File: src/logic/intc_pkg.sv
/* Shared widths and register map of the interrupt controller.
   Vector numbers are 5 bits, so at most 32 sources can exist */
package intc_pkg;

    // Upper limit on the number of interrupt sources
    localparam int MAX_SOURCES = 32;

    // Vector number, i.e. source index
    localparam int VEC_ID_W = $clog2(MAX_SOURCES);
    typedef logic [VEC_ID_W-1:0] vec_id_t;

    // Wishbone classic port
    localparam int WB_DATA_W = 32;
    localparam int WB_ADDR_W = 2;
    typedef logic [WB_DATA_W-1:0] wb_data_t;
    typedef logic [WB_ADDR_W-1:0] wb_addr_t;   // Word address

    // Register word addresses, address 3 is unused
    localparam wb_addr_t ADDR_MASK   = 2'd0;   // RW, 1 = source enabled
    localparam wb_addr_t ADDR_VECTOR = 2'd1;   // RO, pops one vector per read
    localparam wb_addr_t ADDR_STATUS = 2'd2;   // RO, pending bits

    // VECTOR read layout
    // Bit 31 flags a popped vector
    // Low bits carry the vec_id_t
    localparam int VECTOR_VALID_BIT = 31;

endpackage

File: src/logic/int_capture.sv
`timescale 1ns/1ps
/* Async level inputs, only rising edges pend. A source must fall and rise again to pend
   again; an edge on a bit that is already pending merges into it */
module int_capture #(
    parameter int VEC_W = 16
) (
    input  logic             clk,
    input  logic             rst,
    input  logic [VEC_W-1:0] int_in,        // Raw sources, asynchronous
    input  logic [VEC_W-1:0] mask,          // 1 = enabled
    input  logic [VEC_W-1:0] claim_onehot,  // Bit taken by the dispatcher
    output logic [VEC_W-1:0] pending
);

    logic [VEC_W-1:0] sync_1;       // First synchronizer flop
    logic [VEC_W-1:0] sync_2;       // Second synchronizer flop
    logic [VEC_W-1:0] sync_d;       // Last synchronized level
    logic [VEC_W-1:0] rise;
    logic [VEC_W-1:0] pending_nxt;

    // Two flops against metastability, plus the edge register
    always_ff @(posedge clk) begin
        if (rst) begin
            sync_1 <= '0;
            sync_2 <= '0;
            sync_d <= '0;
        end else begin
            sync_1 <= int_in;
            sync_2 <= sync_1;
            sync_d <= sync_2;
        end
    end

    // Low to high on the synchronized level
    assign rise = sync_2 & ~sync_d;

    // Sticky pending
    // Claimed bits drop
    // New edges only count on idle bits
    // A mask bit at 0 forces the bit clear
    always_comb begin
        pending_nxt = pending & ~claim_onehot;   // Claim wins over hold
        pending_nxt = pending_nxt | (rise & ~pending);
        pending_nxt = pending_nxt & mask;
    end

    always_ff @(posedge clk) begin
        if (rst) begin
            pending <= '0;
        end else begin
            pending <= pending_nxt;
        end
    end

endmodule

File: src/logic/int_dispatch.sv
`timescale 1ns/1ps
/* Purely combinational, claims at most one source per cycle. Lowest index has highest
   priority; nothing is claimed while the FIFO is full */
module int_dispatch #(
    parameter int VEC_W = 16
) (
    input  logic                 [VEC_W-1:0] pending,
    input  logic                             full,          // FIFO back-pressure
    output logic                 [VEC_W-1:0] claim_onehot,  // Clear strobe to capture
    output logic                             push,
    output intc_pkg::vec_id_t                push_id
);

    logic              [VEC_W-1:0] lowest;     // One-hot of the lowest set bit
    intc_pkg::vec_id_t             sel_id;     // Index of that bit
    logic                          any_pend;

    assign any_pend = |pending;

    // Priority encoder
    // Walk from the top down so the lowest index is the last one kept
    always_comb begin
        lowest = '0;
        sel_id = '0;
        for (int i = VEC_W - 1; i >= 0; i--) begin
            if (pending[i]) begin
                lowest = '0;
                lowest[i] = 1'b1;
                sel_id = intc_pkg::vec_id_t'(i);
            end
        end
    end

    // Claim and push together, so entry and clear share one edge
    assign push         = any_pend & ~full;
    assign push_id      = sel_id;
    assign claim_onehot = push ? lowest : '0;   // Held off under back-pressure

endmodule

File: src/logic/vector_fifo.sv
`timescale 1ns/1ps
/* FIFO_DEPTH must be a power of two and at least 2. Push while full and pop while
   empty are dropped; the head word is valid whenever empty is low */
module vector_fifo #(
    parameter int FIFO_DEPTH = 4
) (
    input  logic                          clk,
    input  logic                          rst,
    input  logic                          push,
    input  intc_pkg::vec_id_t             push_id,
    input  logic                          pop,
    output intc_pkg::vec_id_t             pop_id,   // Head of queue
    output logic                          empty,
    output logic                          full,
    output logic [$clog2(FIFO_DEPTH):0]   count     // Occupancy, 0..FIFO_DEPTH
);

    localparam int PTR_W = $clog2(FIFO_DEPTH);
    localparam int CNT_W = PTR_W + 1;

    intc_pkg::vec_id_t mem [FIFO_DEPTH];   // Vector storage, no reset
    logic [PTR_W-1:0]  wr_ptr;
    logic [PTR_W-1:0]  rd_ptr;
    logic              do_push;
    logic              do_pop;

    // Guarded strobes
    assign do_push = push & ~full;
    assign do_pop  = pop & ~empty;

    // Status from the count only
    assign empty = (count == '0);
    assign full  = (count == CNT_W'(FIFO_DEPTH));

    assign pop_id = mem[rd_ptr];   // First word fall-through

    always_ff @(posedge clk) begin
        if (do_push) begin
            mem[wr_ptr] <= push_id;
        end
    end

    // Pointers wrap on their own, depth is a power of two
    always_ff @(posedge clk) begin
        if (rst) begin
            wr_ptr <= '0;
            rd_ptr <= '0;
            count  <= '0;
        end else begin
            if (do_push) begin
                wr_ptr <= wr_ptr + 1'b1;
            end
            if (do_pop) begin
                rd_ptr <= rd_ptr + 1'b1;
            end
            // Push and pop together leave the count alone
            count <= count + CNT_W'(do_push) - CNT_W'(do_pop);
        end
    end

endmodule

File: src/logic/wb_intc_regs.sv
`timescale 1ns/1ps
/* Wishbone classic slave, ack one cycle after the request, no wait states, no errors.
   Master holds the request until ack; a VECTOR read pops the FIFO on its ack cycle */
module wb_intc_regs #(
    parameter int VEC_W = 16
) (
    input  logic                             clk,
    input  logic                             rst,
    input  logic                             wb_cyc,
    input  logic                             wb_stb,
    input  logic                             wb_we,
    input  intc_pkg::wb_addr_t               wb_adr,
    input  intc_pkg::wb_data_t               wb_dat_i,
    output intc_pkg::wb_data_t               wb_dat_o,
    output logic                             wb_ack,
    input  logic                 [VEC_W-1:0] pending,
    input  intc_pkg::vec_id_t                pop_id,   // FIFO head
    input  logic                             empty,
    output logic                 [VEC_W-1:0] mask,     // 1 = source enabled
    output logic                             pop,
    output logic                             irq
);

    logic               req;        // Live cycle addressed to us
    logic               acc;        // Access completes this cycle
    intc_pkg::wb_data_t vec_word;   // VECTOR read value
    intc_pkg::wb_data_t rd_data;

    assign req = wb_cyc & wb_stb;
    assign acc = req & wb_ack;

    // Single-cycle ack, never back to back on a held request
    always_ff @(posedge clk) begin
        if (rst) begin
            wb_ack <= 1'b0;
        end else begin
            wb_ack <= req & ~wb_ack;
        end
    end

    // MASK write lands on the ack cycle
    always_ff @(posedge clk) begin
        if (rst) begin
            mask <= '0;
        end else if (acc && wb_we && wb_adr == intc_pkg::ADDR_MASK) begin
            mask <= wb_dat_i[VEC_W-1:0];   // Upper data bits ignored
        end
    end

    // Valid flag plus vector number, all zero when nothing is queued
    always_comb begin
        vec_word = '0;
        if (!empty) begin
            vec_word[intc_pkg::VECTOR_VALID_BIT] = 1'b1;
            vec_word[intc_pkg::VEC_ID_W-1:0]     = pop_id;
        end
    end

    // Read mux
    always_comb begin
        case (wb_adr)
            intc_pkg::ADDR_MASK:   rd_data = intc_pkg::wb_data_t'(mask);
            intc_pkg::ADDR_VECTOR: rd_data = vec_word;
            intc_pkg::ADDR_STATUS: rd_data = intc_pkg::wb_data_t'(pending);   // Zero-extended
            default:               rd_data = '0;   // Address 3
        endcase
    end

    // Valid while wb_ack is high, same head word that gets popped
    assign wb_dat_o = rd_data;

    // One pop per VECTOR read, only when there is something to pop
    assign pop = acc & ~wb_we & (wb_adr == intc_pkg::ADDR_VECTOR) & ~empty;

    // irq trails not-empty by one cycle
    always_ff @(posedge clk) begin
        if (rst) begin
            irq <= 1'b0;
        end else begin
            irq <= ~empty;
        end
    end

endmodule

File: src/logic/intc_top.sv
`timescale 1ns/1ps
/* VEC_W from 1 to 32, FIFO_DEPTH a power of two. Edge to irq takes 5 cycles with an
   empty FIFO and the source enabled; mask resets to all off */
module intc_top #(
    parameter int VEC_W      = 16,
    parameter int FIFO_DEPTH = 4
) (
    input  logic                             clk,
    input  logic                             rst,
    input  logic                 [VEC_W-1:0] int_in,   // Async interrupt sources
    input  logic                             wb_cyc,
    input  logic                             wb_stb,
    input  logic                             wb_we,
    input  intc_pkg::wb_addr_t               wb_adr,
    input  intc_pkg::wb_data_t               wb_dat_i,
    output intc_pkg::wb_data_t               wb_dat_o,
    output logic                             wb_ack,
    output logic                             irq
);

    logic              [VEC_W-1:0] pending;
    logic              [VEC_W-1:0] claim_onehot;
    logic              [VEC_W-1:0] mask;
    logic                          push;
    intc_pkg::vec_id_t             push_id;
    logic                          pop;
    intc_pkg::vec_id_t             pop_id;
    logic                          empty;
    logic                          full;

    // Vector numbers cannot address more than MAX_SOURCES
    if (VEC_W < 1 || VEC_W > intc_pkg::MAX_SOURCES) begin : g_vec_w_check
        $error("VEC_W must be between 1 and MAX_SOURCES");
    end

    // Sync, edge detect, sticky pending
    int_capture #(.VEC_W(VEC_W)) u_capture (
        .clk          (clk),
        .rst          (rst),
        .int_in       (int_in),
        .mask         (mask),
        .claim_onehot (claim_onehot),
        .pending      (pending)
    );

    // Producer, one claim per cycle
    int_dispatch #(.VEC_W(VEC_W)) u_dispatch (
        .pending      (pending),
        .full         (full),
        .claim_onehot (claim_onehot),
        .push         (push),
        .push_id      (push_id)
    );

    // Claimed vectors waiting for the CPU
    vector_fifo #(.FIFO_DEPTH(FIFO_DEPTH)) u_fifo (
        .clk     (clk),
        .rst     (rst),
        .push    (push),
        .push_id (push_id),
        .pop     (pop),
        .pop_id  (pop_id),
        .empty   (empty),
        .full    (full),
        .count   ()   // Occupancy, not needed at this level
    );

    // Consumer, CPU side
    wb_intc_regs #(.VEC_W(VEC_W)) u_regs (
        .clk      (clk),
        .rst      (rst),
        .wb_cyc   (wb_cyc),
        .wb_stb   (wb_stb),
        .wb_we    (wb_we),
        .wb_adr   (wb_adr),
        .wb_dat_i (wb_dat_i),
        .wb_dat_o (wb_dat_o),
        .wb_ack   (wb_ack),
        .pending  (pending),
        .pop_id   (pop_id),
        .empty    (empty),
        .mask     (mask),
        .pop      (pop),
        .irq      (irq)
    );

endmodule

File: config.mk
export PLATFORM = sky130hd
export DESIGN_NAME = intc_top
export DESIGN_NICKNAME = d
export VERILOG_FILES = /design/src/logic/intc_pkg.sv /design/src/logic/int_capture.sv /design/src/logic/int_dispatch.sv /design/src/logic/vector_fifo.sv /design/src/logic/wb_intc_regs.sv /design/src/logic/intc_top.sv
export SDC_FILE = /design/constraint.sdc
export NUM_CORES = 1
export LEC_CHECK = 0
export ABC_AREA = 1
export BUFFER_PORTS_ARGS = -buffer_cell sky130_fd_sc_hd__buf_4
export CAP_MARGIN = 20
export CORE_AREA = 2 2 81 102
export CTS_BUF_LIST = sky130_fd_sc_hd__clkbuf_16
export DETAILED_ROUTE_END_ITERATION = 16
export DIE_AREA = 0 0 83 104
export GPL_TIMING_DRIVEN = 0
export PLACE_DENSITY_LB_ADDON = 0.1
export SYNTH_ARGS = -nofsm -noshare
export SYNTH_HDL_FRONTEND = slang
export SYNTH_SLANG_ARGS = --single-unit
File: constraint.sdc
create_clock -name clk -period 4.8 [get_ports clk]
set_input_delay 0.96 -clock clk [delete_from_list [all_inputs] [get_ports clk]]
set_output_delay 0.96 -clock clk [all_outputs]
set_load 0.02 [all_outputs]
* After elaboration in Yosys (flattened, before gate mapping)
Memory sizes are Yosys's and may differ from the RTL's. A register that Yosys moved wholly into a read port is not among the register bits.
Cells that the tools add are included.
** Word-level totals
- Bits in read-only memories :: 0
- Bits of input ports :: 55
- Logic and storage cells :: 84
- Bits in registers :: 89
- Output and inout bits :: 34
- Bits in writable memories :: 16
- Latch bits :: 0
- Memories kept :: 1
** Memory list
- u_fifo.mem :: words 4, width 4, rd ports 1, clocked after memory_dff 1, wr ports 1, line vector_fifo.sv:21 : intc_pkg::vec_id_t mem [FIFO_DEPTH];
** Operators by class
- Div/mod/pow operators :: 0
- Mux-type cells :: 40
- Order comparisons :: 0
- Multiply operators :: 0
- $add $sub $neg :: 4
- Shifts and indexed selects :: 0
- Reduce and logical (&&, ||, !) cells :: 5
- Bitwise logic cells :: 21
- Equal/unequal tests :: 3
** Operators with widths (number)
- $mux 16 :: 17
- $pmux 32 s3 :: 1
- $and 16x16->16 :: 4
- $mux 4 :: 16
- $not 16->16 :: 3
- $or 16x16->16 :: 1
- $reduce_or 16->1 :: 1
- $and 1x1->1 :: 9
- $mux 5 :: 1
- $add 2x1->2 const B :: 2
- $mux 2 :: 2
- $not 1->1 :: 4
- $add 3x1->3 :: 1
- $eq 3x3->1 const B :: 1
- $logic_not 3->1 :: 1
- $mux 1 :: 3
- $sub 3x1->3 :: 1
- $eq 2x1->1 const B :: 1
- $eq 2x2->1 const B :: 1
- $logic_and 1x1->1 :: 2
- $logic_not 2->1 :: 1

* Depth between registers and ports, before layout
- Depth after elaboration :: 21
- Gate-level depth with buffers :: 13
- Mapped depth without buffers :: 12

* By module
Synthesis repeated with hierarchy kept, for this count alone.
** Second synthesis, totals
- Cells, all modules :: 621
- Area, all modules :: 4828.4 um^2
** By module, submodules not included
- int_capture :: instances 1, sequential area each 1281.2 um^2, area an instance 2025.7 um^2, cells each 247
- vector_fifo :: instances 1, sequential area each 780.7 um^2, area an instance 1232.4 um^2, cells each 117
- wb_intc_regs :: instances 1, sequential area each 360.3 um^2, area an instance 1103.6 um^2, cells each 169
- int_dispatch :: instances 1, sequential area each 0.0 um^2, area an instance 466.7 um^2, cells each 88

* Worst setup path before layout
Ideal clock, no wire load.
- Path kind :: in2out
- Start :: input port wb_adr[0]
- End :: output port wb_dat_o[2]
- Stages :: 4
- Buffers on the path :: 0
- Arrival :: 2057 ps
- Setup slack :: 1783 ps
- Cells stage by stage :: inv_1 -> nor3_1 -> nand2_1 -> o211ai_1
** On the way
- Cells in the longest elaborated chain, start to end :: 2
- Elaborated cells between the ends (all ways) :: 4
- Those cells by class :: eq/ne: 2; mux: 1; reduce/logical: 1
** RTL lines
- from (decl) :: line intc_top.sv:14 : input intc_pkg::wb_addr_t wb_adr,
- $eq 2x2->1, or another cell as far along :: line wb_intc_regs.sv:61 : case (wb_adr)
- $pmux 32 s3 (*) :: line wb_intc_regs.sv:61
- to (decl) :: line intc_top.sv:16 : output intc_pkg::wb_data_t wb_dat_o,
Mark *: on every way between the ends. The rest lies on a longest branch, timed or not.

* Worst setup path in the final report
- Start :: input port wb_adr[1]
- End :: output port wb_dat_o[9]
The elaborated chain is that of the path after synthesis.

==> out/metrics.yaml <==
fillers: 658
run_status: "completed"
multiInputGateArea_mm2: 0.00157
power.share.sequential: 0.540
endpoints_failing_hold: 0
crit_path_max_fanout: 10
clock-root-buffer: "clkbuf_16"
globalplace.congestion: 0.839
cpMaxStageDelayCell: "nor2_1"
via_per_inst: 4.79
dpl_worst_slack_ns: 1.49
wl_per_cell_um: 12.3
cp_data_required_time_ns: 3.84
clock.fmax_mhz: 296
nets: 692
setup_viol: 0
postSynth.asyncResetShare: 0
post-route-worst-setup-slack_ns: 1.43
cts_tree: "built"
start_util: 0.571
synth-edff-count: 16
comb_power_share: 0.055
io_buffers: 56
clk_transition_reported_paths_ns: 0.07
peakVddDrop_mv: 0.256
insertion_delay_ns: 0.34
worst-endpoint-arrival_ns: 2.41
maxCapViolations: 0
relSlewSlack: 0.565
cellLeakagePower_nw: 2.44
average_footprint_of_a_synthesized_cell_um2: 8.01
tightest_slew_ns: 0.647
cpPeakStageDelay_ns: 0.33
clockPowerShare: 0.405
rr_worst_depth: 10
fp-row-count: 36
die_extent_in_x_um: 83
register_area_mm2: 0.00230
finalWirelength_um: 8990
route.vias.total: 3499
drc: 0
io_pins: 89
finalWorstPathRequiredPeriod_ns: 3.37
layout-drive-gt1-share: 0.176
synth_ff_type: "dfxtp_1"
synth_seq_cells: 107
ctsHoldBuffers: 0
startpoint_type: "input pin"
worst_setup_path_end_kind: "output port"
dpl.hpwl_um: 6660
groute.usage.overall: 0.215
area_growth_pct: 19.9
globalRoute.totalOverflow: 0
power.switching_fraction: 0.228
number_of_antenna_violations_at_the_first_check_in_global_routing: 0
maximum_number_of_pins_on_one_net_before_global_route_repair: 20
period_share: 0.703
clock_sinks: 107
final_max_slew_viol_count: 0
total_switching_power_uw: 392
hold_path_depth: 2
cp_cell_sequence: "buf_4 -> inv_1 -> nor2_1 -> inv_1 -> clkbuf_1 -> o21ai_0 -> buf_4"
floorplan.die_area_mm2: 0.00863
report.power.total_mw: 1.72
setup_repair_after_global_routing_missed_its_margin: "no"
first_iter_violations: 180
timing_worst_setup_path_type: "in2out"
post_cts_resize_count: 0
synth.cell_area_mm2: 0.00440
timing.critical_path.from: "wb_adr[1]"
first_pass_grt_wire_length_um: 15000
post_detailed_route_count_of_antenna_violating_nets: 0
yosysSeqAreaShare: 0.524
synthDistinctLibCells: 36
postSynthCellCount: 549
totalNegativeSetupSlack_ns: 0
internal-power_mw: 1.33
worstHoldPathType: "reg2reg"
r2r_start: "u_fifo.count[2]"
drt_pass1_iterations: 4
cts_buffers: 9
worst_clock_skew_ns: 0.00660
cts-root-to-sink-buffers: 2
placeableCoreArea_mm2: 0.00770
postCtsSetupBuffers: 0
cellPowerDensity_mw_per_mm2: 326
die-height_um: 104
min_from: "u_capture.sync_1[6]"
cts_htree_levels: 3
first_global_vias: 3352
antenna_cell_count: 0
ys_warn_count: 0
==> final timing paths <==
kind                                            end  slack [ns]
worst max-delay path                    wb_dat_o[9]        1.43
worst min-delay path            u_capture.sync_2[6]        0.40
worst max register to register      u_fifo.count[2]        2.53
worst min register to register  u_capture.sync_2[6]        0.40
==> critical path: cells and delay by family <==
kind	cells	cell delay [ns]
buffers and inverters	5	0.82
AND/OR/NAND/NOR	1	0.33
AO/OA/AOI/OAI	1	0.31
==> power by group through the flow <==
stage,logic (mW),clock network (mW),registers [mW]
2_1_floorplan,0.0559,0,0.947
3_3_place_gp,0.0919,0,0.947
3_5_place_dp,0.0938,0,0.948
4_1_cts,0.0946,0.707,0.927
5_1_grt,0.106,0.754,0.929
6_report,0.0944,0.696,0.927
==> cell families (layout without fill, tap and decap cells) <==
kind of cell	after synthesis	in the layout	share of synthesized area
other	1	15	0.000853
buffers and inverters	133	205	0.132
AO/OA/AOI/OAI	88	88	0.110
AND/OR/NAND/NOR	212	212	0.209
flip-flops	107	107	0.524
adder cells (fa/ha/maj)	7	7	0.0216
XOR/XNOR	1	1	0.00199
==> cells in the mapped netlist (2+ instances only) <==
library cell  number  share of area
nor2_2             5         0.0071
buf_2              3         0.0034
clkbuf_1          10         0.0085
a31oi_1            2         0.0028
inv_1            101          0.086
o21ai_0           59          0.067
nor2_1           126           0.11
a21oi_1           12          0.014
a21oi_2            6          0.012
nand2_1           44          0.038
nor3_1             7         0.0080
o221ai_1           2         0.0040
dfxtp_1           91           0.41
buf_4             15          0.026
ha_1               6          0.017
nand2_2            2         0.0028
nand4_1            2         0.0028
edfxtp_1          16           0.11
o22ai_1            4         0.0057
o211ai_1           2         0.0034
nor2_4             3         0.0077
nand3_1           17          0.019
==> flip-flops by register name, summed over array words and instances (netlist names), named ones only <==
signal,flops
u_fifo.mem,16
u_capture.sync_1,16
u_capture.sync_2,16
u_regs.wb_ack,1
u_fifo.count,3
u_capture.sync_d,16
u_capture.pending,16
u_regs.irq,1
u_fifo.wr_ptr,2
u_fifo.rd_ptr,2
u_regs.mask,16
==> metal layers <==
layer	vias to the layer above	GRT usage	wire length (um)
met5	-	0	0
met1	1567	0.253	3730
met4	0	0.0796	116
met2	94	0.384	4650
li1	1827	-	-
met3	11	0.0437	498
==> cell type report <==
cell class / count / share of cell area
Buffer: 30 / 0.0358
Multi-Input combinational cell: 323 / 0.297
Tap cell: 95 / 0.0226
Inverter: 103 / 0.0743
Sequential cell: 107 / 0.437
Clock inverter: 7 / 0.0109
Timing Repair Buffer: 56 / 0.0798
Clock buffer: 9 / 0.0427
==> layout by cell type, fill, tap and decap left out, drive strengths merged, types with 6 or more instances in the layout <==
| master | netlist | layout |
|---|---|---|
| nor2 | 134 | 134 |
| edfxtp | 16 | 16 |
| inv | 103 | 107 |
| nor3 | 7 | 7 |
| clkbuf | 10 | 19 |
| o21ai | 59 | 59 |
| a21oi | 18 | 18 |
| dfxtp | 91 | 91 |
| conb | 1 | 15 |
| nand2 | 48 | 48 |
| ha | 6 | 6 |
| buf | 20 | 76 |
| nand3 | 19 | 19 |
==> metrics by stage <==
stage	util	cell area (um^2)	instances	hold WS (ns)
after CTS	0.684	5270	730	0.402
after global placement	0.647	4990	714	0.388
final	0.684	5270	730	0.401
after detailed placement	0.647	4990	714	0.393
after floorplan	-	4450	563	0.388
after global routing	0.684	5270	730	0.415
(Power assumes the default switching activity.)
